===== config.mk =====
export PLATFORM = sky130hd
export DESIGN_NAME = response_merge
export DESIGN_NICKNAME = d
export VERILOG_FILES = /design/src/logic/fabric_pkg.sv /design/src/logic/response_merge.sv
export VERILOG_INCLUDE_DIRS = /design/src /design/src/logic
export SDC_FILE = /design/constraint.sdc
export NUM_CORES = 1
export LEC_CHECK = 0
export BUFFER_PORTS_ARGS = -buffer_cell sky130_fd_sc_hd__buf_2
export CORE_AREA = 2 2 106 108
export DETAILED_ROUTE_END_ITERATION = 8
export DIE_AREA = 0 0 108 110
export GPL_TIMING_DRIVEN = 0
export PLACE_DENSITY = 0.52
export REMOVE_ABC_BUFFERS = 1
export SETUP_SLACK_MARGIN = 0.4
export SKIP_CTS_REPAIR_TIMING = 1
export SYNTH_ARGS = -nofsm -noshare
export SYNTH_HDL_FRONTEND = slang
export SYNTH_SLANG_ARGS = --single-unit

===== constraint.sdc =====
create_clock -name clk -period 1.3 [get_ports clk]
set_input_delay 0.065 -clock clk [delete_from_list [all_inputs] [get_ports clk]]
set_output_delay 0.065 -clock clk [all_outputs]
set_load 0.05 [all_outputs]

===== src/logic/fabric_defines.svh =====
// ====================================================================
// Memory fabric address map
// ====================================================================

`ifndef FABRIC_DEFINES_SVH
`define FABRIC_DEFINES_SVH

// Core data and address width
`define FABRIC_XLEN 32

// Program RAM window, 16 KB of 32-bit words
`define FABRIC_RAM_BASE 32'h0001_0000
`define FABRIC_RAM_WORDS 4096
`define FABRIC_RAM_AW 12

// Upper field that marks the all-ones RAM alias
`define FABRIC_ALIAS_BITS 18

// Debug module area, visible only in debug mode
`define FABRIC_DEBUG_START 32'h0000_0200
`define FABRIC_DEBUG_END 32'h0000_0FFF

// Test result word
`define FABRIC_TOHOST_ADDR 32'h8000_1000

// APB address width toward the debug module
`define FABRIC_APB_AW 13

`endif


===== src/logic/fabric_pkg.sv =====
// ====================================================================
// Memory fabric shared types
// ====================================================================

package fabric_pkg;

  // Target of a request address
  typedef enum logic [1:0] {
    REGION_NONE,
    REGION_RAM,
    REGION_DEBUG,
    REGION_TOHOST
  } region_t;

  // Owner of the single RAM port in a cycle
  typedef enum logic [1:0] {
    GRANT_IDLE,
    GRANT_DMEM_WR,
    GRANT_DMEM_RD,
    GRANT_IMEM_RD
  } ram_grant_t;

  // Debug bridge APB master states
  typedef enum logic [1:0] {
    APB_IDLE,
    APB_SETUP,
    APB_ACCESS,
    APB_ERROR
  } apb_state_t;

endpackage


===== src/logic/response_merge.sv =====
// ====================================================================
// Core response merge and tohost
// ====================================================================

`include "fabric_defines.svh"

module response_merge (
  input  logic                    clk,
  input  logic                    reset_n,
  input  fabric_pkg::region_t     i_imem_region,
  input  fabric_pkg::region_t     i_dmem_region,
  input  logic                    i_dmem_rd,
  input  logic                    i_dmem_wr,
  input  logic [`FABRIC_XLEN-1:0] i_dmem_addr,
  input  logic [`FABRIC_XLEN-1:0] i_dmem_wdata,
  input  logic                    i_ram_imem_valid,
  input  logic [`FABRIC_XLEN-1:0] i_ram_imem_data,
  input  logic                    i_ram_dmem_valid,
  input  logic [`FABRIC_XLEN-1:0] i_ram_dmem_data,
  input  fabric_pkg::apb_state_t  i_apb_state,
  input  logic                    i_for_imem,
  input  logic                    i_is_write,
  input  logic                    i_apb_pready,
  input  logic [`FABRIC_XLEN-1:0] i_apb_prdata,
  output logic                    o_imem_rvalid,
  output logic [`FABRIC_XLEN-1:0] o_imem_rdata,
  output logic                    o_dmem_rvalid,
  output logic [`FABRIC_XLEN-1:0] o_dmem_rdata,
  output logic                    o_dmem_wready,
  output logic [`FABRIC_XLEN-1:0] o_tohost
);

  import fabric_pkg::*;

  logic bridge_done;
  logic local_wr;

  // Completion is the first access cycle with pready
  assign bridge_done = (i_apb_state == APB_ACCESS) && i_apb_pready;

  // RAM and tohost accept a write in the cycle it is shown
  assign local_wr = i_dmem_wr &&
                    ((i_dmem_region == REGION_RAM) || (i_dmem_region == REGION_TOHOST));

  // ==================================================================
  // Valids and readiness
  // ==================================================================
  assign o_dmem_wready = local_wr || (bridge_done && !i_for_imem && i_is_write && i_dmem_wr);
  assign o_dmem_rvalid = i_ram_dmem_valid ||
                         (bridge_done && !i_for_imem && !i_is_write && i_dmem_rd);
  assign o_imem_rvalid = i_ram_imem_valid || (bridge_done && i_for_imem);

  // Debug reads pass prdata through in the pready cycle
  assign o_imem_rdata = (i_imem_region == REGION_DEBUG) ? i_apb_prdata : i_ram_imem_data;
  assign o_dmem_rdata = (i_dmem_region == REGION_DEBUG) ? i_apb_prdata : i_ram_dmem_data;

  // ==================================================================
  // Tohost register
  // ==================================================================
  always_ff @(posedge clk or negedge reset_n)
  begin
    if (!reset_n)
      o_tohost <= '0;
    else if (i_dmem_wr && (i_dmem_addr == `FABRIC_TOHOST_ADDR))
      o_tohost <= i_dmem_wdata;
  end

endmodule


Yosys cells after proc, flatten, opt, wreduce, memory -nomap -nowiden. Index checks and enable logic that the tools add are counted.

Register bits after elaboration: 32. Output and inout port bits: 99. Logic and storage cells: 24.

Equality and inequality tests: 6. Multiplexer cells: 2. Reductions and logical operators: 15.

Operators by type and width (number): 32-bit 2-to-1 mux (2); 32-bit equality test, second input constant (1); 1-bit logical AND (9); 2-bit equality test, second input constant (4); 1-bit logical OR (4); 2-bit by 1-bit equality test with 1-bit output, second input constant (1); 1-bit logical NOT (2).

Longest topological paths before layout. Gate-level depths: netlist (run 1).

Word-level depth: 6. Depth in mapped cells: 5. Depth with buffers taken out: 4.

Worst setup path after synthesis (run 1). OpenSTA, ideal clock, no wires.

Path type: in2reg. Start point: in i_dmem_addr[26]. End point: reg o_tohost[10]. Library setup time: 0.125 ns. Arrival: 1.301 ns. Required time: 1.175 ns. Path slack: -0.126 ns. Stages on the path: 5. Cells stage by stage: nor4_1 nand4_1 nor3_4 buf_6 mux2_2.

Longest elaborated chain between the ends: 2.

RTL lines: start: declaration (RTL line response_merge.sv:14) `` input logic [`FABRIC_XLEN-1:0] i_dmem_addr, ``; 32-bit equality test (no source line); 1-bit logical AND (RTL line response_merge.sv:64) `` else if (i_dmem_wr && (i_dmem_addr == `FABRIC_TOHOST_ADDR)) ``; end signal: assignment (RTL line response_merge.sv:65) `o_tohost <= i_dmem_wdata;`; end: declaration (RTL line response_merge.sv:30) `` output logic [`FABRIC_XLEN-1:0] o_tohost ``.

Every way passes these cells. A chain may end at the register's enable or synchronous reset.

Worst setup path in the final report (run 1).
Start point: in i_dmem_addr[23]. End point: reg o_tohost[25].

The elaborated chain is that of the path after synthesis.

==> impl_metrics.yaml, run 1 <==
cells_and_area:
  antennaDiodeCount: 0
  drive_gt1_share_pct: 90.0
  register_area_um2: 801
  largest_register_ffs: 32
  nFillCells: 933
  top_register: "o_tohost"
  area_growth_pct: 153
  post-route-util_pct: 49.6
  multi_input_area_um2: 1720
  top_regs: "o_tohost: 32 flops"
  layout.nets: 625
cts:
  clock_latency_ns: 0.28
  cts_made_buffers: 5
  cts-root-buf: "clkbuf_8"
  h-tree-depth: 2
  cts_tree: "done"
  cts_sinks: 32
  clkTransAtPathRegs_ns: 0.07
  clockBufferDepth: 2
worst_setup_path:
  slowest_delay_ns: 0.34
  critical_path_required_ns: 1.47
  critPathBufInv: 3
  slowest_stage: "mux2_2"
  end_kind: "flop"
  cp_max_fo: 6
  reg2reg_from: "o_tohost[20]$_DFFE_PN0P_"
  startpoint_type: "primary input"
  rrSetupSlack_ns: 0.40
  timing.rr.end: "o_tohost[20]$_DFFE_PN0P_"
  reg2reg_depth: 2
  worstPathArrival_ns: 1.50
  cp_top_family: "simple AND/OR/NAND/NOR gates"
  path_class: "primary input to flop"
  crit_chain: "buf_6 > nor4_2 > nand3_1 > nor3_4 > buf_12 > clkbuf_16 > mux2_2"
floorplanning:
  dieHeight_um: 110
  io_pins: 274
  fp.coreArea_um2: 10700
  die_w_um: 108
  rows: 38
  dieArea_um2: 11900
  start_util_pct: 19.6
synth:
  synth_top_family_by_area: "multiplexers"
  yosysTopAreaCellShare_pct: 48.3
  yosys.area_share.xor_xnor_pct: 0
  synthFlopType: "dfrtp_1"
  synth_area_um2: 2100
  synth_cells: 160
  synthMuxAreaShare_pct: 51.6
  yosys.area_share.simple_pct: 5.55
  yosysUniqueCellTypes: 20
  synth_top_area_cell: "mux2_2"
  synth_most_common_cell: "mux2_2"
  synthTopCellsByCount: "mux2_2, dfrtp_1, mux2_1, nor4_1"
  synth_compound_area_share_pct: 1.13
  ys_ff_latch: 32
  yosysWarnings: 0
  syn_area_per_cell_um2: 13.1
  ys_seq_area_share_pct: 38.2
  synth_area_leaders: "mux2_2, dfrtp_1, mux2_1, nor4_1, buf_6"
  synth_edf_count: 0
  synthAdderAreaFrac_pct: 0
  async_reset_ff_share_pct: 100
sta:
  max_freq_mhz: 749
  period_share_pct: 103
  skew_ns: 0
  hold_ws_ns: -0.163
  layout_min_cycle_time_ns: 1.33
  finalSetupViolCount: 6
  rsz0062_at_grt: "yes"
  slew_headroom_pct: 51.1
  worst_slack_ns: -0.0350
  tightest_slew_ns: 0.733
  slew_viol_final: 0
  hold_violations: 32
global_routing:
  grt_pass1_vias: 2424
  overflow: 0
  grt_use_total_pct: 12.2
  grt_first_pass_wirelength_um: 11400
  grt_max_degree: 33
  antenna_found_initial: 0
pwr:
  max-vdd-ir-drop_uv: 432
  leakage_nw: 2.84
  powerDensity_nw_per_um2: 689
run_status:
  violations: "hold timing, setup timing"
  status: "finished with violations"
placement:
  dp_slack_ns: -0.762
  gp_congestion: 0.820
  port-buffer-count: 273
  hpwl_um: 6660
route:
  drt_iter0_drc: 76
  vias: 2649
  vias_per_cell: 4.48
  avgRoutedWirePerCell_um: 19.4
  drt_pass1_iterations: 4
  routed_wl_um: 11500
  ant_nets: 0
  drc: 0
worst_hold_path:
  hp-class: "primary input to asynchronous set/reset pin"
job:
  cap_viol_max_count: 0
==> per-stage QoR <==
stage	instances	area, µm²	power (mW)	TNS (ns)
2_1_floorplan	149	2030	1.83	-52.42
3_3_place_gp	562	3570	2.28	-112.15
3_5_place_dp	563	3610	2.29	-37.83
4_1_cts	571	3700	3.09	-28.88
5_1_grt	591	5310	3.79	-0.837
6_report	591	5310	3.66	-0.0480
==> per-layer routing <==
layer,vias up,wire length [µm],global-route usage (%)
li1,1186,-,-
met2,153,6180,23.5
met3,15,656,2.23
met5,-,0,0
met1,1295,4460,13.8
met4,0,168,2.84
==> cell families after synthesis <==
| family | Yosys count |
|---|---|
| DFF | 32 |
| and+or+nand+nor | 16 |
| AOI/OAI and AO/OA | 3 |
| muxes | 96 |
| buffers and inverters | 13 |
==> placed cells by master (no fill, tap or decap), types with 3 or more instances in the layout <==
| master | netlist | routed |
|---|---|---|
| mux2_4 | 0 | 94 |
| nand2b_4 | 0 | 4 |
| clkbuf_8 | 0 | 6 |
| buf_8 | 0 | 34 |
| buf_4 | 0 | 4 |
| nor4_4 | 0 | 3 |
| buf_12 | 0 | 6 |
| buf_2 | 3 | 158 |
| buf_6 | 3 | 81 |
| dfrtp_1 | 32 | 32 |
| clkbuf_16 | 0 | 5 |
==> layout make-up <==
| type | instances | share of cell area [%] |
|---|---|---|
| Inverter | 2 | 0.141 |
| Timing Repair Buffer | 290 | 47.3 |
| Tap cell | 140 | 3.30 |
| Clock inverter | 2 | 0.189 |
| Multi-Input combinational cell | 119 | 32.5 |
| Sequential cell | 32 | 15.1 |
| Clock buffer | 6 | 1.56 |
==> where the power goes <==
part / switching, mW / internal, mW
registers: 0.00000000597 / 0.995
logic: 0.997 / 0.877
clock network: 0.367 / 0.422
total: 1.36 / 2.30
==> worst max path at each step <==
stage	startpoint	end	cells past startpoint
after floorplan	i_dmem_region[0]	o_dmem_rdata[4]	2
final	i_dmem_addr[23]	o_tohost[25]$_DFFE_PN0P_	7
after detailed placement	i_dmem_addr[26]	o_tohost[26]$_DFFE_PN0P_	6
after CTS	i_dmem_addr[26]	o_tohost[15]$_DFFE_PN0P_	6
after global routing	i_dmem_addr[23]	o_tohost[25]$_DFFE_PN0P_	7
after global placement	i_dmem_region[0]	o_dmem_rdata[29]	4
Note: power is estimated with default switching activity, not from simulation.
==> run 2, diff against run 1 <==
--- a/config.mk
+++ b/config.mk
@@ -12,6 +12,7 @@
 export DIE_AREA = 0 0 108 110
 export GPL_TIMING_DRIVEN = 0
 export PLACE_DENSITY = 0.52
+export RECOVER_POWER = 25
 export REMOVE_ABC_BUFFERS = 1
 export SETUP_SLACK_MARGIN = 0.4
 export SKIP_CTS_REPAIR_TIMING = 1
==> impl_metrics.yaml, run 2 (same netlist as run 1, synthesis figures left out) <==
run_status:
  status: "finished with violations"
  violations: "hold timing, setup timing"
sta:
  slew_viol_final: 0
  hold_ws_ns: -0.135
  tightest_slew_ns: 0.820
  worst_slack_ns: -0.0359
  layout_min_cycle_time_ns: 1.34
  slew_headroom_pct: 45.3
  finalSetupViolCount: 6
  skew_ns: 0
  rsz0062_at_grt: "yes"
  period_share_pct: 103
  setup_tns_ns: -0.0497
  hold_violations: 32
  max_freq_mhz: 749
cts:
  cts_made_buffers: 5
  cts_sinks: 32
  clock_latency_ns: 0.28
  cts_tree: "done"
  clkTransAtPathRegs_ns: 0.07
  clockBufferDepth: 2
  cts-root-buf: "clkbuf_8"
  h-tree-depth: 2
cells_and_area:
  post-route-util_pct: 49.2
  final_common_cell: "buf_2"
  final_cell_mix: "buf_2, mux2_4, buf_6, buf_8, dfrtp_1"
  top_regs: "o_tohost: 32 flops"
  largest_register_ffs: 32
  antennaDiodeCount: 0
  drive_gt1_share_pct: 89.8
  layout.nets: 625
  top_register: "o_tohost"
  final_cell_count_no_fill: 591
  nFillCells: 941
  area_growth_pct: 151
floorplanning:
  die_w_um: 108
  dieArea_um2: 11900
  start_util_pct: 19.6
  io_pins: 274
  dieHeight_um: 110
  rows: 38
  fp.coreArea_um2: 10700
global_routing:
  grtUsageMet2_pct: 23.5
  grt_first_pass_wirelength_um: 11400
  grt_use_total_pct: 12.2
  overflow: 0
  grt_max_degree: 33
  grt-busiest-layer: "met2"
  grt_pass1_vias: 2424
  use_met3_pct: 2.23
  use_met1_pct: 13.8
  antenna_found_initial: 0
route:
  drc: 0
  drt_iter0_drc: 78
  avgRoutedWirePerCell_um: 19.4
  vias_per_cell: 4.49
  vias: 2652
  ant_nets: 0
  routed_wl_um: 11500
  drt_pass1_iterations: 4
placement:
  dp_cells: 563
  port-buffer-count: 273
  hpwl_um: 6660
  gp_congestion: 0.820
worst_setup_path:
  crit_chain: "buf_6 > nor4_2 > nand3_1 > nor3_4 > buf_12 > clkbuf_16 > mux2_2"
  slowest_stage: "mux2_2"
  end_kind: "flop"
  startpoint_type: "primary input"
  critical_path_required_ns: 1.47
  cp_top_family: "simple AND/OR/NAND/NOR gates"
  critPathBufInv: 3
  slowest_delay_ns: 0.34
  path_class: "primary input to flop"
  worstPathArrival_ns: 1.50
  cp_max_fo: 6
worst_hold_path:
  hp-class: "primary input to asynchronous set/reset pin"
pwr:
  max-vdd-ir-drop_uv: 432
  powerDensity_nw_per_um2: 695
  leakage_nw: 2.83
job:
  cap_viol_max_count: 0
run 2: cell types whose count changed in the layout (fill, tap and decap cells not counted), sizes merged:
cell | before | now
buf | 283 | 274
clkbuf | 11 | 20
run 2: final timing paths:
path                                            end  cells past startpoint                     start  slack, ns
setup reg to reg           o_tohost[20]$_DFFE_PN0P_                      2  o_tohost[20]$_DFFE_PN0P_       0.40
max in group asynchronous   o_tohost[3]$_DFFE_PN0P_                      1                   reset_n       0.91
hold reg to reg            o_tohost[14]$_DFFE_PN0P_                      1  o_tohost[14]$_DFFE_PN0P_       0.51
setup / recovery           o_tohost[25]$_DFFE_PN0P_                      7           i_dmem_addr[23]      -0.04
min in group clk           o_tohost[16]$_DFFE_PN0P_                      2          i_dmem_wdata[16]       0.01
hold / removal              o_tohost[2]$_DFFE_PN0P_                      1                   reset_n      -0.13
run 2: worst reg2reg max path: cells and delay by family (launching register included):
family   cells  cell delay, ns
buf+inv      1            0.14
mux          1            0.26
flops        1            0.39
run 2: through the flow:
| step | setup slack [ns] | area [µm²] | total power, mW |
|---|---|---|---|
| finish | -0.0359 | 5260 | 3.65 |
| global route | -0.0660 | 5260 | 3.79 |
| CTS | -0.466 | 3700 | 3.09 |
| detailed placement | -0.762 | 3610 | 2.29 |
| global placement | -1.79 | 3570 | 2.28 |
| floorplan | -0.875 | 2030 | 1.83 |
run 2: cell type report:
class | instances | area [µm²] | area share [%]
Clock buffer | 6 | 82.6 | 1.57
Tap cell | 140 | 175 | 3.33
Sequential cell | 32 | 801 | 15.2
Inverter | 2 | 7.51 | 0.143
Multi-Input combinational cell | 119 | 1720 | 32.8
Clock inverter | 2 | 10.0 | 0.190
Timing Repair Buffer | 290 | 2460 | 46.8
run 2: layer usage:
| metal | vias to the layer above | share of wire [%] |
|---|---|---|
| met5 | - | 0 |
| met4 | 0 | 1.5 |
| met3 | 15 | 5.7 |
| met2 | 155 | 54 |
| met1 | 1295 | 39 |
| li1 | 1187 | - |
run 2: where the power goes:
part           switching (mW)  internal, mW
registers       0.00000000566         0.995
logic                   0.996         0.873
clock network           0.367         0.422
total                    1.36          2.29
==> run 3, diff against run 2 <==
--- a/config.mk
+++ b/config.mk
@@ -8,6 +8,7 @@
 export LEC_CHECK = 0
 export BUFFER_PORTS_ARGS = -buffer_cell sky130_fd_sc_hd__buf_2
 export CORE_AREA = 2 2 106 108
+export CTS_BUF_LIST = sky130_fd_sc_hd__clkbuf_16
 export DETAILED_ROUTE_END_ITERATION = 8
 export DIE_AREA = 0 0 108 110
 export GPL_TIMING_DRIVEN = 0
==> impl_metrics.yaml, run 3 (same netlist as run 1, synthesis figures left out) <==
run_status:
  status: "finished with violations"
  violations: "hold timing, setup timing"
sta:
  rsz0062_at_grt: "yes"
  slew_viol_final: 0
  max_freq_mhz: 762
  finalSetupViolCount: 15
  skew_ns: 0
  worst_slack_ns: -0.0125
  tightest_slew_ns: 0.819
  period_share_pct: 101
  setup_tns_ns: -0.0828
  layout_min_cycle_time_ns: 1.31
  slew_headroom_pct: 45.4
  hold_violations: 32
  hold_ws_ns: -0.128
cells_and_area:
  final_cell_count_no_fill: 585
  area_growth_pct: 157
  nFillCells: 909
  fin_area_um2: 5400
  antennaDiodeCount: 0
  drive_gt1_share_pct: 90.1
  largest_register_ffs: 32
  layout.nets: 619
  top_regs: "o_tohost: 32 flops"
  final_common_cell: "buf_2"
  post-route-util_pct: 50.5
  final_cell_mix: "buf_2, mux2_4, buf_8, buf_6, dfrtp_1"
  top_register: "o_tohost"
route:
  ant_nets: 0
  drt_pass1_iterations: 4
  avgRoutedWirePerCell_um: 19.4
  met1Wirelength_um: 4380
  drt_iter0_drc: 68
  vias_per_cell: 4.46
  drc: 0
  vias: 2612
  top_layer: "met4"
  wl_met2_um: 6070
  routed_wl_um: 11400
  wl_met3_um: 673
floorplanning:
  fp.coreArea_um2: 10700
  io_pins: 274
  dieArea_um2: 11900
  start_util_pct: 19.6
  dieHeight_um: 110
  die_w_um: 108
  rows: 38
worst_setup_path:
  slowest_stage: "mux2_2"
  timing.rr.end: "o_tohost[25]$_DFFE_PN0P_"
  startpoint_type: "primary input"
  critPathBufInv: 3
  cp_top_family: "simple AND/OR/NAND/NOR gates"
  critical_path_required_ns: 1.45
  cp-startpoint: "i_dmem_addr[23]"
  end_kind: "flop"
  reg2reg_depth: 1
  rrSetupSlack_ns: 0.50
  crit_chain: "buf_6 > nor4_2 > nand3_1 > nor3_4 > buf_12 > buf_8 > mux2_2"
  path_class: "primary input to flop"
  reg2reg_from: "o_tohost[25]$_DFFE_PN0P_"
  cp.depth: 7
  cp_max_fo: 6
  slowest_delay_ns: 0.33
  crit_end: "o_tohost[3]$_DFFE_PN0P_"
  worstPathArrival_ns: 1.47
cts:
  cts-root-buf: "clkbuf_16"
  clockBufferDepth: 2
  cts_made_buffers: 5
  h-tree-depth: 2
  cts_tree: "done"
  clkTransAtPathRegs_ns: 0.05
  clock_latency_ns: 0.27
  cts_sinks: 32
placement:
  dp_cells: 563
  hpwl_um: 6660
  placed_area_um2: 3610
  gp_congestion: 0.820
  port-buffer-count: 273
pwr:
  powerDensity_nw_per_um2: 751
  p_total_mw: 4.05
  leakage_nw: 2.87
  max-vdd-ir-drop_uv: 432
global_routing:
  grt_max_degree: 33
  grt_first_pass_wirelength_um: 11500
  antenna_found_initial: 0
  grt_pass1_vias: 2420
  overflow: 0
  grt_use_total_pct: 12.2
worst_hold_path:
  hp-class: "primary input to asynchronous set/reset pin"
job:
  cap_viol_max_count: 0
## run 3: cell count changes in the layout (fill, tap and decap cells not counted), sizes merged
cell,change
buf,-1
clkbuf,-4
clkinv,+1
dlygate4sd3,-2
## run 3: worst min path at each step
stage,startpoint,end,slack [ns],cells after the start
floorplan,reset_n,o_tohost[0]$_DFFE_PN0P_,-0.23,0
global placement,reset_n,o_tohost[2]$_DFFE_PN0P_,0.16,1
finish,reset_n,o_tohost[20]$_DFFE_PN0P_,-0.13,1
CTS,reset_n,o_tohost[25]$_DFFE_PN0P_,-0.12,1
detailed placement,reset_n,o_tohost[1]$_DFFE_PN0P_,0.17,1
global route,reset_n,o_tohost[20]$_DFFE_PN0P_,-0.05,1
## run 3: final cells by class
type / instances / area [µm²] / area share (%)
repair buffers: 284 / 2560 / 47.5
inverters: 2 / 7.51 / 0.139
clock inverters: 3 / 13.8 / 0.255
multi-input cells: 119 / 1710 / 31.7
well taps: 140 / 175 / 3.25
clock buffers: 5 / 125 / 2.32
flip-flops and latches: 32 / 801 / 14.8
## run 3: metal layers
| metal | GRT usage [%] | up-vias |
|---|---|---|
| met5 | 0 | - |
| met2 | 23.5 | 139 |
| met3 | 2.23 | 19 |
| met1 | 13.8 | 1279 |
| met4 | 3.11 | 0 |
| li1 | - | 1175 |
## run 3: power breakdown
group / leakage, nW / internal (mW) / switching (mW) / total (mW)
combinational: 2.35 / 0.939 / 1.01 / 1.95
clock: 0.0710 / 0.694 / 0.410 / 1.10
sequential: 0.447 / 0.997 / 0.00000000566 / 0.997
total: 2.87 / 2.63 / 1.42 / 4.05
## run 3: per-stage QoR
step	hold slack [ns]	worst slack [ns]
after floorplan	-0.231	-0.875
after detailed placement	0.168	-0.762
after CTS	-0.123	-0.486
after global routing	-0.0532	-0.0693
final	-0.128	-0.0125
after global placement	0.156	-1.79
