### src/logic/fabric_defines.svh
// ====================================================================
// Memory fabric address map
// ====================================================================

`ifndef FABRIC_DEFINES_SVH
`define FABRIC_DEFINES_SVH

// Core data and address width
`define FABRIC_XLEN 32

// Program RAM window, 16 KB of 32-bit words
`define FABRIC_RAM_BASE 32'h0001_0000
`define FABRIC_RAM_WORDS 4096
`define FABRIC_RAM_AW 12

// Upper field that marks the all-ones RAM alias
`define FABRIC_ALIAS_BITS 18

// Debug module area, visible only in debug mode
`define FABRIC_DEBUG_START 32'h0000_0200
`define FABRIC_DEBUG_END 32'h0000_0FFF

// Test result word
`define FABRIC_TOHOST_ADDR 32'h8000_1000

// APB address width toward the debug module
`define FABRIC_APB_AW 13

`endif

### src/logic/fabric_pkg.sv
// ====================================================================
// Memory fabric shared types
// ====================================================================

package fabric_pkg;

  // Target of a request address
  typedef enum logic [1:0] {
    REGION_NONE,
    REGION_RAM,
    REGION_DEBUG,
    REGION_TOHOST
  } region_t;

  // Owner of the single RAM port in a cycle
  typedef enum logic [1:0] {
    GRANT_IDLE,
    GRANT_DMEM_WR,
    GRANT_DMEM_RD,
    GRANT_IMEM_RD
  } ram_grant_t;

  // Debug bridge APB master states
  typedef enum logic [1:0] {
    APB_IDLE,
    APB_SETUP,
    APB_ACCESS,
    APB_ERROR
  } apb_state_t;

endpackage

### src/logic/region_decoder.sv
// ====================================================================
// Request address decoder
// ====================================================================

`include "fabric_defines.svh"

module region_decoder (
  input  logic [`FABRIC_XLEN-1:0]   i_imem_addr,
  input  logic [`FABRIC_XLEN-1:0]   i_dmem_addr,
  input  logic                      i_debug_mode,
  output fabric_pkg::region_t       o_imem_region,
  output fabric_pkg::region_t       o_dmem_region,
  output logic [`FABRIC_RAM_AW-1:0] o_imem_word,
  output logic [`FABRIC_RAM_AW-1:0] o_dmem_word
);

  import fabric_pkg::*;

  // Last byte of the RAM window, 0x13FFF
  localparam logic [`FABRIC_XLEN-1:0] RAM_END =
    `FABRIC_RAM_BASE + (`FABRIC_RAM_WORDS * 4) - 1;

  // Upper field all ones maps onto the RAM by its low bits
  function automatic logic is_alias(input logic [`FABRIC_XLEN-1:0] addr);
    return &addr[`FABRIC_XLEN-1 -: `FABRIC_ALIAS_BITS];
  endfunction

  function automatic region_t classify(input logic [`FABRIC_XLEN-1:0] addr,
                                       input logic                    dbg);
    region_t r;
    // Debug area shadows nothing else but only exists while halted
    if (dbg && (addr >= `FABRIC_DEBUG_START) && (addr <= `FABRIC_DEBUG_END))
      r = REGION_DEBUG;
    else if (((addr >= `FABRIC_RAM_BASE) && (addr <= RAM_END)) || is_alias(addr))
      r = REGION_RAM;
    else if (addr == `FABRIC_TOHOST_ADDR)
      r = REGION_TOHOST;
    else
      r = REGION_NONE;
    return r;
  endfunction

  function automatic logic [`FABRIC_RAM_AW-1:0] word_of(input logic [`FABRIC_XLEN-1:0] addr);
    logic [`FABRIC_XLEN-1:0] offset;
    // Alias keeps only the low 14 bits, otherwise offset from base
    if (is_alias(addr))
    begin
      offset = '0;
      offset[`FABRIC_RAM_AW+1:0] = addr[`FABRIC_RAM_AW+1:0];
    end
    else
      offset = addr - `FABRIC_RAM_BASE;
    return offset[`FABRIC_RAM_AW+1:2];
  endfunction

  // ==================================================================
  // Both ports decode in parallel
  // ==================================================================
  assign o_imem_region = classify(i_imem_addr, i_debug_mode);
  assign o_dmem_region = classify(i_dmem_addr, i_debug_mode);
  assign o_imem_word   = word_of(i_imem_addr);
  assign o_dmem_word   = word_of(i_dmem_addr);

endmodule

### config.mk
export PLATFORM = sky130hd
export DESIGN_NAME = region_decoder
export DESIGN_NICKNAME = d
export VERILOG_FILES = /design/src/logic/fabric_pkg.sv /design/src/logic/region_decoder.sv
export VERILOG_INCLUDE_DIRS = /design/src /design/src/logic
export SDC_FILE = /design/constraint.sdc
export NUM_CORES = 1
export LEC_CHECK = 0
export ABC_AREA = 1
export CELL_PAD_IN_SITES_DETAIL_PLACEMENT = 1
export CELL_PAD_IN_SITES_GLOBAL_PLACEMENT = 2
export CORE_AREA = 8 8 63 65
export DETAILED_ROUTE_END_ITERATION = 10
export DIE_AREA = 0 0 71 73
export DONT_BUFFER_PORTS = 1
export PLACE_DENSITY = 0.87
export RECOVER_POWER = 25
export SETUP_SLACK_MARGIN = 0.4
export SYNTH_ARGS = -nofsm -noshare
export SYNTH_HDL_FRONTEND = slang
export SYNTH_SLANG_ARGS = --single-unit
### constraint.sdc
create_clock -name vclk -period 0.8
set_input_delay 0.04 -clock vclk [all_inputs]
set_output_delay 0.04 -clock vclk [all_outputs]
set_load 0.05 [all_outputs]
# ---- Word level (Yosys, flattened, before mapping)
# Cells that the tools add are included.
dict set report word_totals {
  reg_bits 0
  in_bits 65
  out_inout_bits 28
  wordCells 30
}
dict set report op_classes {
  add_sub_neg 2
  n_lt_le_gt_ge 8
  eq_ne 2
  mux 8
  reduce_logical 10
}
# operator n
set ops {}
lappend ops {{$eq 32x32->1 const B} 2}
lappend ops {{$ge 32x10->1 const B} 2}
lappend ops {{$ge 32x17->1 const B} 2}
lappend ops {{$le 32x12->1 const B} 2}
lappend ops {{$le 32x17->1 const B} 2}
lappend ops {{$reduce_and 18->1} 2}
lappend ops {{$mux 14} 2}
lappend ops {{$sub 14x1->14 const B} 2}
lappend ops {{$mux 2} 6}
lappend ops {{$logic_and 1x1->1} 6}
lappend ops {{$logic_or 1x1->1} 2}

# ---- Longest topological paths before layout
# Gate-level depths: netlist of the first run.
dict set report logic_depth {
  depth_word 5
  depth_mapped 7
  ltp_nobuf 7
}

# ---- Worst setup path after synthesis of the first run
# OpenSTA, ideal clock, no wires.
dict set report synth_timing {
  kind {in2out}
  startpoint {in i_imem_addr[28]}
  endpoint {out o_imem_region[0]}
  t_arrival_ns 0.825
  required_ns 0.760
  path_slack_ns -0.065
  path_stages 5
  path_buffers 0
  cell_sequence {nor2_1 -> nand3_1 -> nor2_1 -> nand4_1 -> nand3_1}
}
dict set report synth_between {
  elab_chain_cells 5
  word_cells_on_any_way 13
  classes_between {4 x order compare; 1 x eq/ne; 3 x mux; 5 x reduce/logical}
}
# item line_no
set synth_rtl {}
lappend synth_rtl {{start: declaration} region_decoder.sv:8} ;# input logic [`FABRIC_XLEN-1:0] i_imem_addr,
lappend synth_rtl {{$ge 32x17->1 (no line) / $le 32x17->1 (equally long branches)} -}
lappend synth_rtl {{$logic_and 1x1->1} region_decoder.sv:34} ;# else if (((addr >= `FABRIC_RAM_BASE) && (addr <= RAM_END)) || is_alias(addr))
lappend synth_rtl {{$logic_or 1x1->1} region_decoder.sv:34}
lappend synth_rtl {{$mux 2} region_decoder.sv:34}
lappend synth_rtl {{$mux 2 *} region_decoder.sv:32} ;# if (dbg && (addr >= `FABRIC_DEBUG_START) && (addr <= `FABRIC_DEBUG_END))
lappend synth_rtl {{end: declaration} region_decoder.sv:11} ;# output fabric_pkg::region_t o_imem_region,
# Every way passes the cells marked *; elsewhere a longest branch is shown, timed or not.

# ---- Worst setup path in the final report of the first run
dict set report layout_timing {
  startpoint {in i_imem_addr[23]}
  endpoint {out o_imem_region[0]}
}
# The elaborated chain is that of the path after synthesis.

==> results by group, run 1 <==
Status
  • Run status: finished with violations
  • Violated checks: negative setup slack

Synth
  • Syn nets: 216
  • Syn_area_per_cell: roughly 4.7 um2
  • Post-synthesis adder-cell area fraction: 0%
  • Synth area leaders: buf_4, nor2_1, nand2_1
  • Simple-gate area share of the yosys netlist: 61.82%
  • Synth warnings: 0
  • Compound-cell area share of the yosys netlist: under 10%
  • Synth area leader: buf_4
  • Post-synthesis instance total: between 150 and 200
  • Sequential share of the synthesized area: 0%
  • Most frequent cell after synthesis: nor2_1
  • Largest family of logic cells by synthesized area: simple AND/OR/NAND/NOR gates
  • Mapped cell area: 714.4 um2
  • Area share of the largest cell type after synthesis: 25.22%
  • Synth Area in XOR/XNOR: 0%
  • Mux contribution to synthesized area: 0%
  • Synth cell types: 12
  • Post-synth top cells: nor2_1, nand2_1, buf_4, inv_1

STA
  • RSZ-0062 raised after global routing: true
  • Worst Slack Setup Final: -0.03359 ns
  • Slew Limit Fails: 0
  • Final period util: 104.2%
  • Slew HR: 84.24%
  • Least-Margin Pin Slew: 0.2357 ns
  • Setup TNS: -0.09172 ns
  • Minimum clock period: 0.8336 ns
  • Hold_ws: 0.08001 ns
  • Fin. Hold Viols: 0
  • Final Setup Violations: 4
  • Max Freq: 1200 MHz

Place
  • DP Area: 613.1 um2
  • GPL Wtd Cong: 0.7153
  • Pre-CTS WS: -0.09668 ns
  • Port bufs: 0
  • Placed Instances: 160
  • Placed wire-length estimate: 2286 um

Worst setup path
  • Critical Path RT: 0.76 ns
  • Crit-path max FO: 3
  • Worst setup SP type: input port
  • CP Class: input port to output port
  • Worst path arrival time: 0.79 ns
  • Endpoint class of the critical path: output port

Floorplanning
  • Initial Utilization: 24.19%
  • DIE HEIGHT: 73 um
  • I/O pins: 93
  • Die Area: between 5000 and 6000 um2
  • Row Count: 20
  • Core box area: 2953 um2
  • Die width: 71 um

Flow run
  • Max-Cap Viols: 0

Detailed routing
  • DRT Wirelength: 2585 um
  • Via density: 5.081
  • Routed Antenna Nets: 0
  • TritonRoute pass-1 iters: 2
  • DRC: 0
  • Initial DRC count: 12
  • WL per Instance: 16.06 um
  • Vias: 818

Global routing
  • Largest net degree at the start of global routing: 4
  • Total track usage: 9.261%
  • Initial antenna violation count: 0
  • Vias in the first global route: 957
  • GR Overflow Total: 0
  • First-pass GRT wire length: between 4000 and 5000 um

Pwr
  • Lkg Pwr: 0.3229 nW
  • PwrDens: 220.0 nW/um2
  • Max IR drop VDD: 0.06651 mV

Cells and area
  • Clock buf count: 0
  • Ratio of cells with drive above 1 in the final layout: roughly a third
  • Final instance area: 798.3 um2
  • Layout Cells excl Fill: 161
  • Nets@finish: slightly below 200
  • Sequential cell count: 0
  • Antenna Cells: 0
  • Sequential cell area: 0 um2
  • Layout area overhead: 11.73%

Hold path
  • Hold WC Path Type: input port to output port

Clock tree
  • Hold_buf cts: 0
-- layer usage --
layer	routed length, um	vias up	part of all wire (%)	global-route usage, %
met5	0	-	0	0
met4	0	0	0	0
met3	365	0	14	4.533
met2	1469	60	57	20.70
met1	750	364	29	7.093
li1	-	394	-	-
-- kinds of logic after synthesis --
group | count (synthesis)
and+or+nand+nor | 103
buffers and inverters | 46
AOI/OAI and AO/OA | 2
-- power breakdown --
part / switching, mW / internal, mW
registers: 0 / 0
clock network: 0 / 0
logic: 0.0870 / 0.0886
total: 0.0870 / 0.0886
-- placed cells by master, fill, tap and decap left out, drive strengths merged --
cell type and count:
a21oi 1, and2 1, and3 1, buf 1, inv 22, nand2 34
nand3 8, nand3b 2, nand4 8, nor2 49, o21ai 1
-- cell type report --
| type | count | area (um2) |
|---|---|---|
| Fill cell | 389 | 2155 |
| Multi-Input combinational cell | 105 | 639.4 |
| Inverter | 22 | 110.1 |
| Tap cell | 33 | 41.29 |
| Timing Repair Buffer | 1 | 7.507 |
-- through the flow --
stage          util, %  total power [mW]
4_1_cts          24.75            0.1589
5_1_grt          27.03            0.1973
2_1_floorplan        -            0.4279
3_5_place_dp     20.76            0.1274
6_report         27.03            0.1756
3_3_place_gp     20.76            0.1211
-- worst paths after layout --
| path | start | to | slack, ns | cells past startpoint |
|---|---|---|---|---|
| worst min-delay path | i_dmem_addr[13] | o_dmem_word[11] | 0.08 | 0 |
| worst max-delay path | i_imem_addr[23] | o_imem_region[0] | -0.03 | 5 |
-- timing repair --
action                                  CTS  global route
gates resized for setup                  32            20
setup buffers                             1             0
pin swaps                                19            15
endpoints found under the setup margin    4             4
-- critical path, stage by stage --
cell,delay (ns)
nor2_2,0.10
nand2_2,0.08
nor2_1,0.09
nand4_1,0.22
nand3_4,0.26
Note: power is estimated with default switching activity, not from simulation.
==> run 2: changes to the inputs <==
--- a/config.mk
+++ b/config.mk
@@ -13,8 +13,8 @@
 export DETAILED_ROUTE_END_ITERATION = 10
 export DIE_AREA = 0 0 71 73
 export DONT_BUFFER_PORTS = 1
+export GPL_TIMING_DRIVEN = 0
 export PLACE_DENSITY = 0.87
-export RECOVER_POWER = 25
 export SETUP_SLACK_MARGIN = 0.4
 export SYNTH_ARGS = -nofsm -noshare
 export SYNTH_HDL_FRONTEND = slang
==> results by group, run 2 (synthesis results as in run 1) <==
Status
  • Run status: finished with violations (unchanged)
  • Violated checks: negative setup slack (unchanged)

Flow run
  • Max-Cap Viols: 0 (unchanged)

Cells and area
  • Layout Cells excl Fill: 187 (was 161)
  • Fill count: 400 (was 389)
  • Final instance area: 964.7 um2 (was 798.3 um2)
  • Nets@finish: 221 (was 195)
  • Final core occ: 32.67% (was 27.03%)
  • Antenna Cells: 0 (unchanged)
  • Commonest non-fill, non-tap cells in the layout: nand2_1, nor2_1, buf_4, inv_1, nor2_2 (was nor2_1, nand2_1, inv_1, nor2_4)
  • Sequential cell area: 0 um2 (unchanged)
  • Multi-input logic area: 599.3 um2 (was 639.4 um2)
  • Ratio of cells with drive above 1 in the final layout: 42.21% (was 32.81%)
  • Layout area overhead: 35.03% (was 11.73%)
  • Clock buf count: 0 (unchanged)
  • Sequential cell count: 0 (unchanged)

STA
  • Hold_ws: 0.2486 ns (was 0.08001 ns)
  • Slew HR: 85.11% (was 84.24%)
  • Final period util: 101.4% (was 104.2%)
  • Least-Margin Pin Slew: 0.2226 ns (was 0.2357 ns)
  • Slew Limit Fails: 0 (unchanged)
  • RSZ-0062 raised after global routing: true (unchanged)
  • Fin. Hold Viols: 0 (unchanged)
  • Setup TNS: -0.03206 ns (was -0.09172 ns)
  • Max Freq: 1233 MHz (was 1200 MHz)
  • Final Setup Violations: 3 (was 4)
  • Worst Slack Setup Final: -0.01136 ns (was -0.03359 ns)
  • Minimum clock period: 0.8114 ns (was 0.8336 ns)

Worst setup path
  • Endpoint class of the critical path: output port (unchanged)
  • CP startpoint: i_imem_addr[25] (was i_imem_addr[23])
  • Critical Path RT: 0.76 ns (about the same)
  • Worst path arrival time: 0.77 ns (was 0.79 ns)
  • Worst setup SP type: input port (unchanged)
  • Crit-path max FO: 2 (was 3)
  • CP Class: input port to output port (unchanged)

Global routing
  • Total track usage: 9.801% (was 9.261%)
  • GR Overflow Total: 0 (unchanged)
  • Vias in the first global route: 999 (was 957)
  • Largest net degree at the start of global routing: 4 (unchanged)
  • Initial antenna violation count: 0 (unchanged)
  • First-pass GRT wire length: 4353 um (was 4084 um)

Floorplanning
  • Row Count: 20 (unchanged)
  • Initial Utilization: 24.19% (unchanged)
  • Die width: 71 um (unchanged)
  • DIE HEIGHT: 73 um (unchanged)
  • Die Area: 5183 um2 (unchanged)
  • Core box area: 2953 um2 (unchanged)
  • I/O pins: 93 (unchanged)

Detailed routing
  • DRT Wirelength: 2974 um (was 2585 um)
  • Routed Antenna Nets: 0 (unchanged)
  • WL per Instance: 15.90 um (was 16.06 um)
  • Initial DRC count: 16 (was 12)
  • Via density: 4.727 (was 5.081)
  • DRC: 0 (unchanged)
  • TritonRoute pass-1 iters: 4 (was 2)
  • Vias: 884 (was 818)

Place
  • Pre-CTS WS: -0.1160 ns (was -0.09668 ns)
  • DP Area: 793.3 um2 (was 613.1 um2)
  • GPL Wtd Cong: 0.7262 (was 0.7153)
  • Port bufs: 0 (unchanged)
  • Placed wire-length estimate: 2641 um (was 2286 um)
  • Placed Instances: 184 (was 160)

Hold path
  • Hold WC Path Type: input port to output port (unchanged)
  • Hold Path Depth: 1 (was 0)
  • Hold Path End: o_dmem_word[9] (was o_dmem_word[11])
  • Hold wc startpoint: i_dmem_addr[11] (was i_dmem_addr[13])

Pwr
  • Total chip power: 0.5009 mW (was 0.1756 mW)
  • PwrDens: 519.3 nW/um2 (was 220.0 nW/um2)
  • Lkg Pwr: 0.4455 nW (was 0.3229 nW)
  • Max IR drop VDD: 0.3066 mV (was 0.06651 mV)
[run 2: cell count changes in the layout (fill, tap and decap cells not counted), sizes merged]
cell and change:
buf +26
[run 2: where the power goes]
part	internal [mW]	switching [mW]	leakage [nW]
logic	0.166	0.335	0.446
registers	0	0	0
clock network	0	0	0
total	0.166	0.335	0.446
[run 2: worst max path at each step]
stage | endpoint | slack (ns) | depth (start not counted)
5_1_grt | o_dmem_region[1] | -0.07 | 5
6_report | o_imem_region[0] | -0.01 | 6
3_3_place_gp | o_imem_region[1] | -0.07 | 5
2_1_floorplan | o_imem_region[1] | 0.05 | 5
3_5_place_dp | o_imem_region[1] | -0.12 | 5
4_1_cts | o_imem_region[1] | -0.05 | 5
[run 2: cell type report]
class / instances / share of cell area (%)
buffer: 24 / 18.68
inverter: 22 / 12.19
multi-input combinational: 105 / 62.13
timing repair buffer: 3 / 2.724
tap: 33 / 4.280
[run 2: per-layer routing]
| metal | global-route usage [%] | share of wire (%) | up-vias | wire length [um] |
|---|---|---|---|---|
| met5 | 0 | 0 | - | 0 |
| met4 | 0 | 0 | 0 | 0 |
| met3 | 6.181 | 19 | 0 | 562 |
| met2 | 21.22 | 55 | 58 | 1625 |
| met1 | 7.247 | 26 | 381 | 786 |
| li1 | - | - | 445 | - |
[run 2: what timing repair did]
action                                 CTS  global route
pin swaps                               14            17
hold buffers                             0             0
setup buffers                            1             2
endpoints found under the hold margin    0             0
setup endpoints to repair                4             4
resized for setup                       32            15
[run 2: worst max-delay path: stages]
cell,delay [ns]
nor2_2,0.08
nand2_1,0.08
nor2_1,0.12
nand4_1,0.12
buf_6,0.15
nand3_4,0.16
==> run 3: changes to the inputs <==
--- a/config.mk
+++ b/config.mk
@@ -6,15 +6,15 @@
 export SDC_FILE = /design/constraint.sdc
 export NUM_CORES = 1
 export LEC_CHECK = 0
-export ABC_AREA = 1
+export ABC_AREA = 0
 export CELL_PAD_IN_SITES_DETAIL_PLACEMENT = 1
 export CELL_PAD_IN_SITES_GLOBAL_PLACEMENT = 2
-export CORE_AREA = 8 8 63 65
+export CORE_AREA = 8 8 46 62
 export DETAILED_ROUTE_END_ITERATION = 10
-export DIE_AREA = 0 0 71 73
+export DIE_AREA = 0 0 54 70
 export DONT_BUFFER_PORTS = 1
 export GPL_TIMING_DRIVEN = 0
-export PLACE_DENSITY = 0.87
+export PLACE_DENSITY = 0.88
 export SETUP_SLACK_MARGIN = 0.4
 export SYNTH_ARGS = -nofsm -noshare
 export SYNTH_HDL_FRONTEND = slang
==> results by group, run 3 <==
Detailed routing
  • TritonRoute pass-1 iters: 4 (unchanged)
  • WL per Instance: 25.61 um (was 15.90 um)
  • Via density: 6.270 (was 4.727)
  • Routed Antenna Nets: 0 (unchanged)
  • Vias: 558 (was 884)
  • Initial DRC count: 1 (was 16)
  • DRC: 0 (unchanged)
  • DRT Wirelength: 2279 um (was 2974 um)

Cells and area
  • Layout Cells excl Fill: 89 (was 187)
  • Ratio of cells with drive above 1 in the final layout: 60.29% (was 42.21%)
  • Clock buf count: 0 (unchanged)
  • Commonest non-fill, non-tap cells in the layout: buf_4, nand4_1, nor4_4, nor4b_1, nor3_1 (was nand2_1, nor2_1, buf_4, inv_1, nor2_2)
  • Nets@finish: 135 (was 221)
  • Fill count: 242 (was 400)
  • Multi-input logic area: 441.7 um2 (was 599.3 um2)
  • Sequential cell area: 0 um2 (unchanged)
  • Final instance area: 659.4 um2 (was 964.7 um2)
  • Most common cell after layout, fill and taps aside: buf_4
  • Layout area overhead: 37.60% (was 35.03%)
  • Antenna Cells: 0 (unchanged)
  • Final core occ: 33.83% (was 32.67%)
  • Sequential cell count: 0 (unchanged)

Place
  • Placed Instances: 88 (was 184)
  • Pre-CTS WS: -0.5100 ns (was -0.1160 ns)
  • Placed wire-length estimate: 2169 um (was 2641 um)
  • GPL Wtd Cong: 0.7066 (was 0.7262)
  • Port bufs: 0 (unchanged)
  • DP Area: 591.8 um2 (was 793.3 um2)

Floorplanning
  • Core box area: 1949 um2 (was 2953 um2)
  • DIE HEIGHT: 70 um (was 73 um)
  • Initial Utilization: 24.58% (was 24.19%)
  • Die Area: 3780 um2 (was 5183 um2)
  • Die width: 54 um (was 71 um)
  • Row Count: 19 (was 20)
  • I/O pins: 93 (unchanged)

Flow run
  • Max-Cap Viols: 0 (unchanged)

Synth
  • Syn_area_per_cell: 7.152 um2 (was 4.731 um2)
  • Most frequent cell after synthesis: buf_4 (was nor2_1)
  • Synth area leader: buf_4 (unchanged)
  • Syn nets: 132 (was 216)
  • Synth warnings: 0 (unchanged)
  • Synth cell types: 18 (was 12)
  • Post-synth top cells: buf_4, nand4_1, nor4_1, nor3_1, nor4b_1 (was nor2_1, nand2_1, buf_4, inv_1)
  • Post-synthesis instance total: 67 (was 151)
  • Synth area leaders: buf_4, nand4_1, nor4_1 (was buf_4, nor2_1, nand2_1)
  • Mapped cell area: 479.2 um2 (was 714.4 um2)
  • Sequential share of the synthesized area: 0% (unchanged)
  • Area share of the largest cell type after synthesis: 37.60% (was 25.22%)

Worst setup path
  • CP startpoint: i_imem_addr[21] (was i_imem_addr[25])
  • Crit-path max FO: 2 (unchanged)
  • Worst setup SP type: input port (unchanged)
  • Critical Path RT: 0.76 ns (about the same)
  • Endpoint class of the critical path: output port (unchanged)
  • Worst path arrival time: 1.22 ns (was 0.77 ns)
  • CP Class: input port to output port (unchanged)

STA
  • Least-Margin Pin Slew: 0.3994 ns (was 0.2226 ns)
  • Setup TNS: -1.747 ns (was -0.03206 ns)
  • RSZ-0062 raised after global routing: true (unchanged)
  • Final period util: 157.4% (was 101.4%)
  • Slew HR: 73.31% (was 85.11%)
  • Fin. Hold Viols: 0 (unchanged)
  • Hold_ws: 0.2487 ns (was 0.2486 ns)
  • Worst Slack Setup Final: -0.4596 ns (was -0.01136 ns)
  • Max Freq: 793.9 MHz (was 1233 MHz)
  • Slew Limit Fails: 0 (unchanged)
  • Final Setup Violations: 4 (was 3)
  • Minimum clock period: 1.260 ns (was 0.8114 ns)

Global routing
  • Initial antenna violation count: 0 (unchanged)
  • First-pass GRT wire length: 3146 um (was 4353 um)
  • Largest net degree at the start of global routing: 5 (was 4)
  • Vias in the first global route: 719 (was 999)
  • Total track usage: 10.10% (was 9.801%)
  • GR Overflow Total: 0 (unchanged)

Hold path
  • Hold WC Path Type: input port to output port (unchanged)
  • Hold wc startpoint: i_imem_addr[9] (was i_dmem_addr[11])

Status
  • Run status: finished with violations (unchanged)
  • Violated checks: negative setup slack (unchanged)

Pwr
  • PwrDens: 586.1 nW/um2 (was 519.3 nW/um2)
  • Lkg Pwr: 0.1790 nW (was 0.4455 nW)
  • Total chip power: 0.3865 mW (was 0.5009 mW)
  • Max IR drop VDD: 0.2241 mV (was 0.3066 mV)
## run 3: final cells by class
| class | instances | share of cell area [%] |
|---|---|---|
| Multi-Input combinational cell | 42 | 66.98 |
| Buffer | 24 | 27.32 |
| Tap cell | 21 | 3.985 |
| Timing Repair Buffer | 1 | 1.139 |
| Inverter | 1 | 0.5693 |
## run 3: metal layers
metal	global-route usage, %	share of wire [%]	vias to the layer above
met2	20.05	52	63
met3	5.297	23	0
met4	0	0	0
met5	0	0	-
li1	-	-	251
met1	8.722	25	244
## run 3: logic make-up after synthesis
group / after synthesis / share of synthesized area, %
buffers and inverters: 25 / 38.38
AO/OA/AOI/OAI: 5 / 8.353
AND/OR/NAND/NOR: 37 / 53.26
## run 3: critical path, stage by stage
cell      delay (ns)
nor4_4          0.25
nand4_1         0.15
or3_4           0.39
o221ai_4        0.39
## run 3: what timing repair did
item                       4_1_cts  5_1_grt
gates resized for setup          7        1
setup endpoints to repair        4        4
buffers inserted                 1        0
hold buffers                     0        0
pin swaps                        2        2
## run 3: worst paths after layout
path	depth (start not counted)	slack (ns)	to
setup / recovery	4	-0.46	o_imem_region[0]
hold / removal	1	0.25	o_imem_word[7]
## run 3: power breakdown
| group | leakage (nW) | internal (mW) | total, mW | switching (mW) |
|---|---|---|---|---|
| logic | 0.179 | 0.118 | 0.386 | 0.269 |
| clock network | 0 | 0 | 0 | 0 |
| registers | 0 | 0 | 0 | 0 |
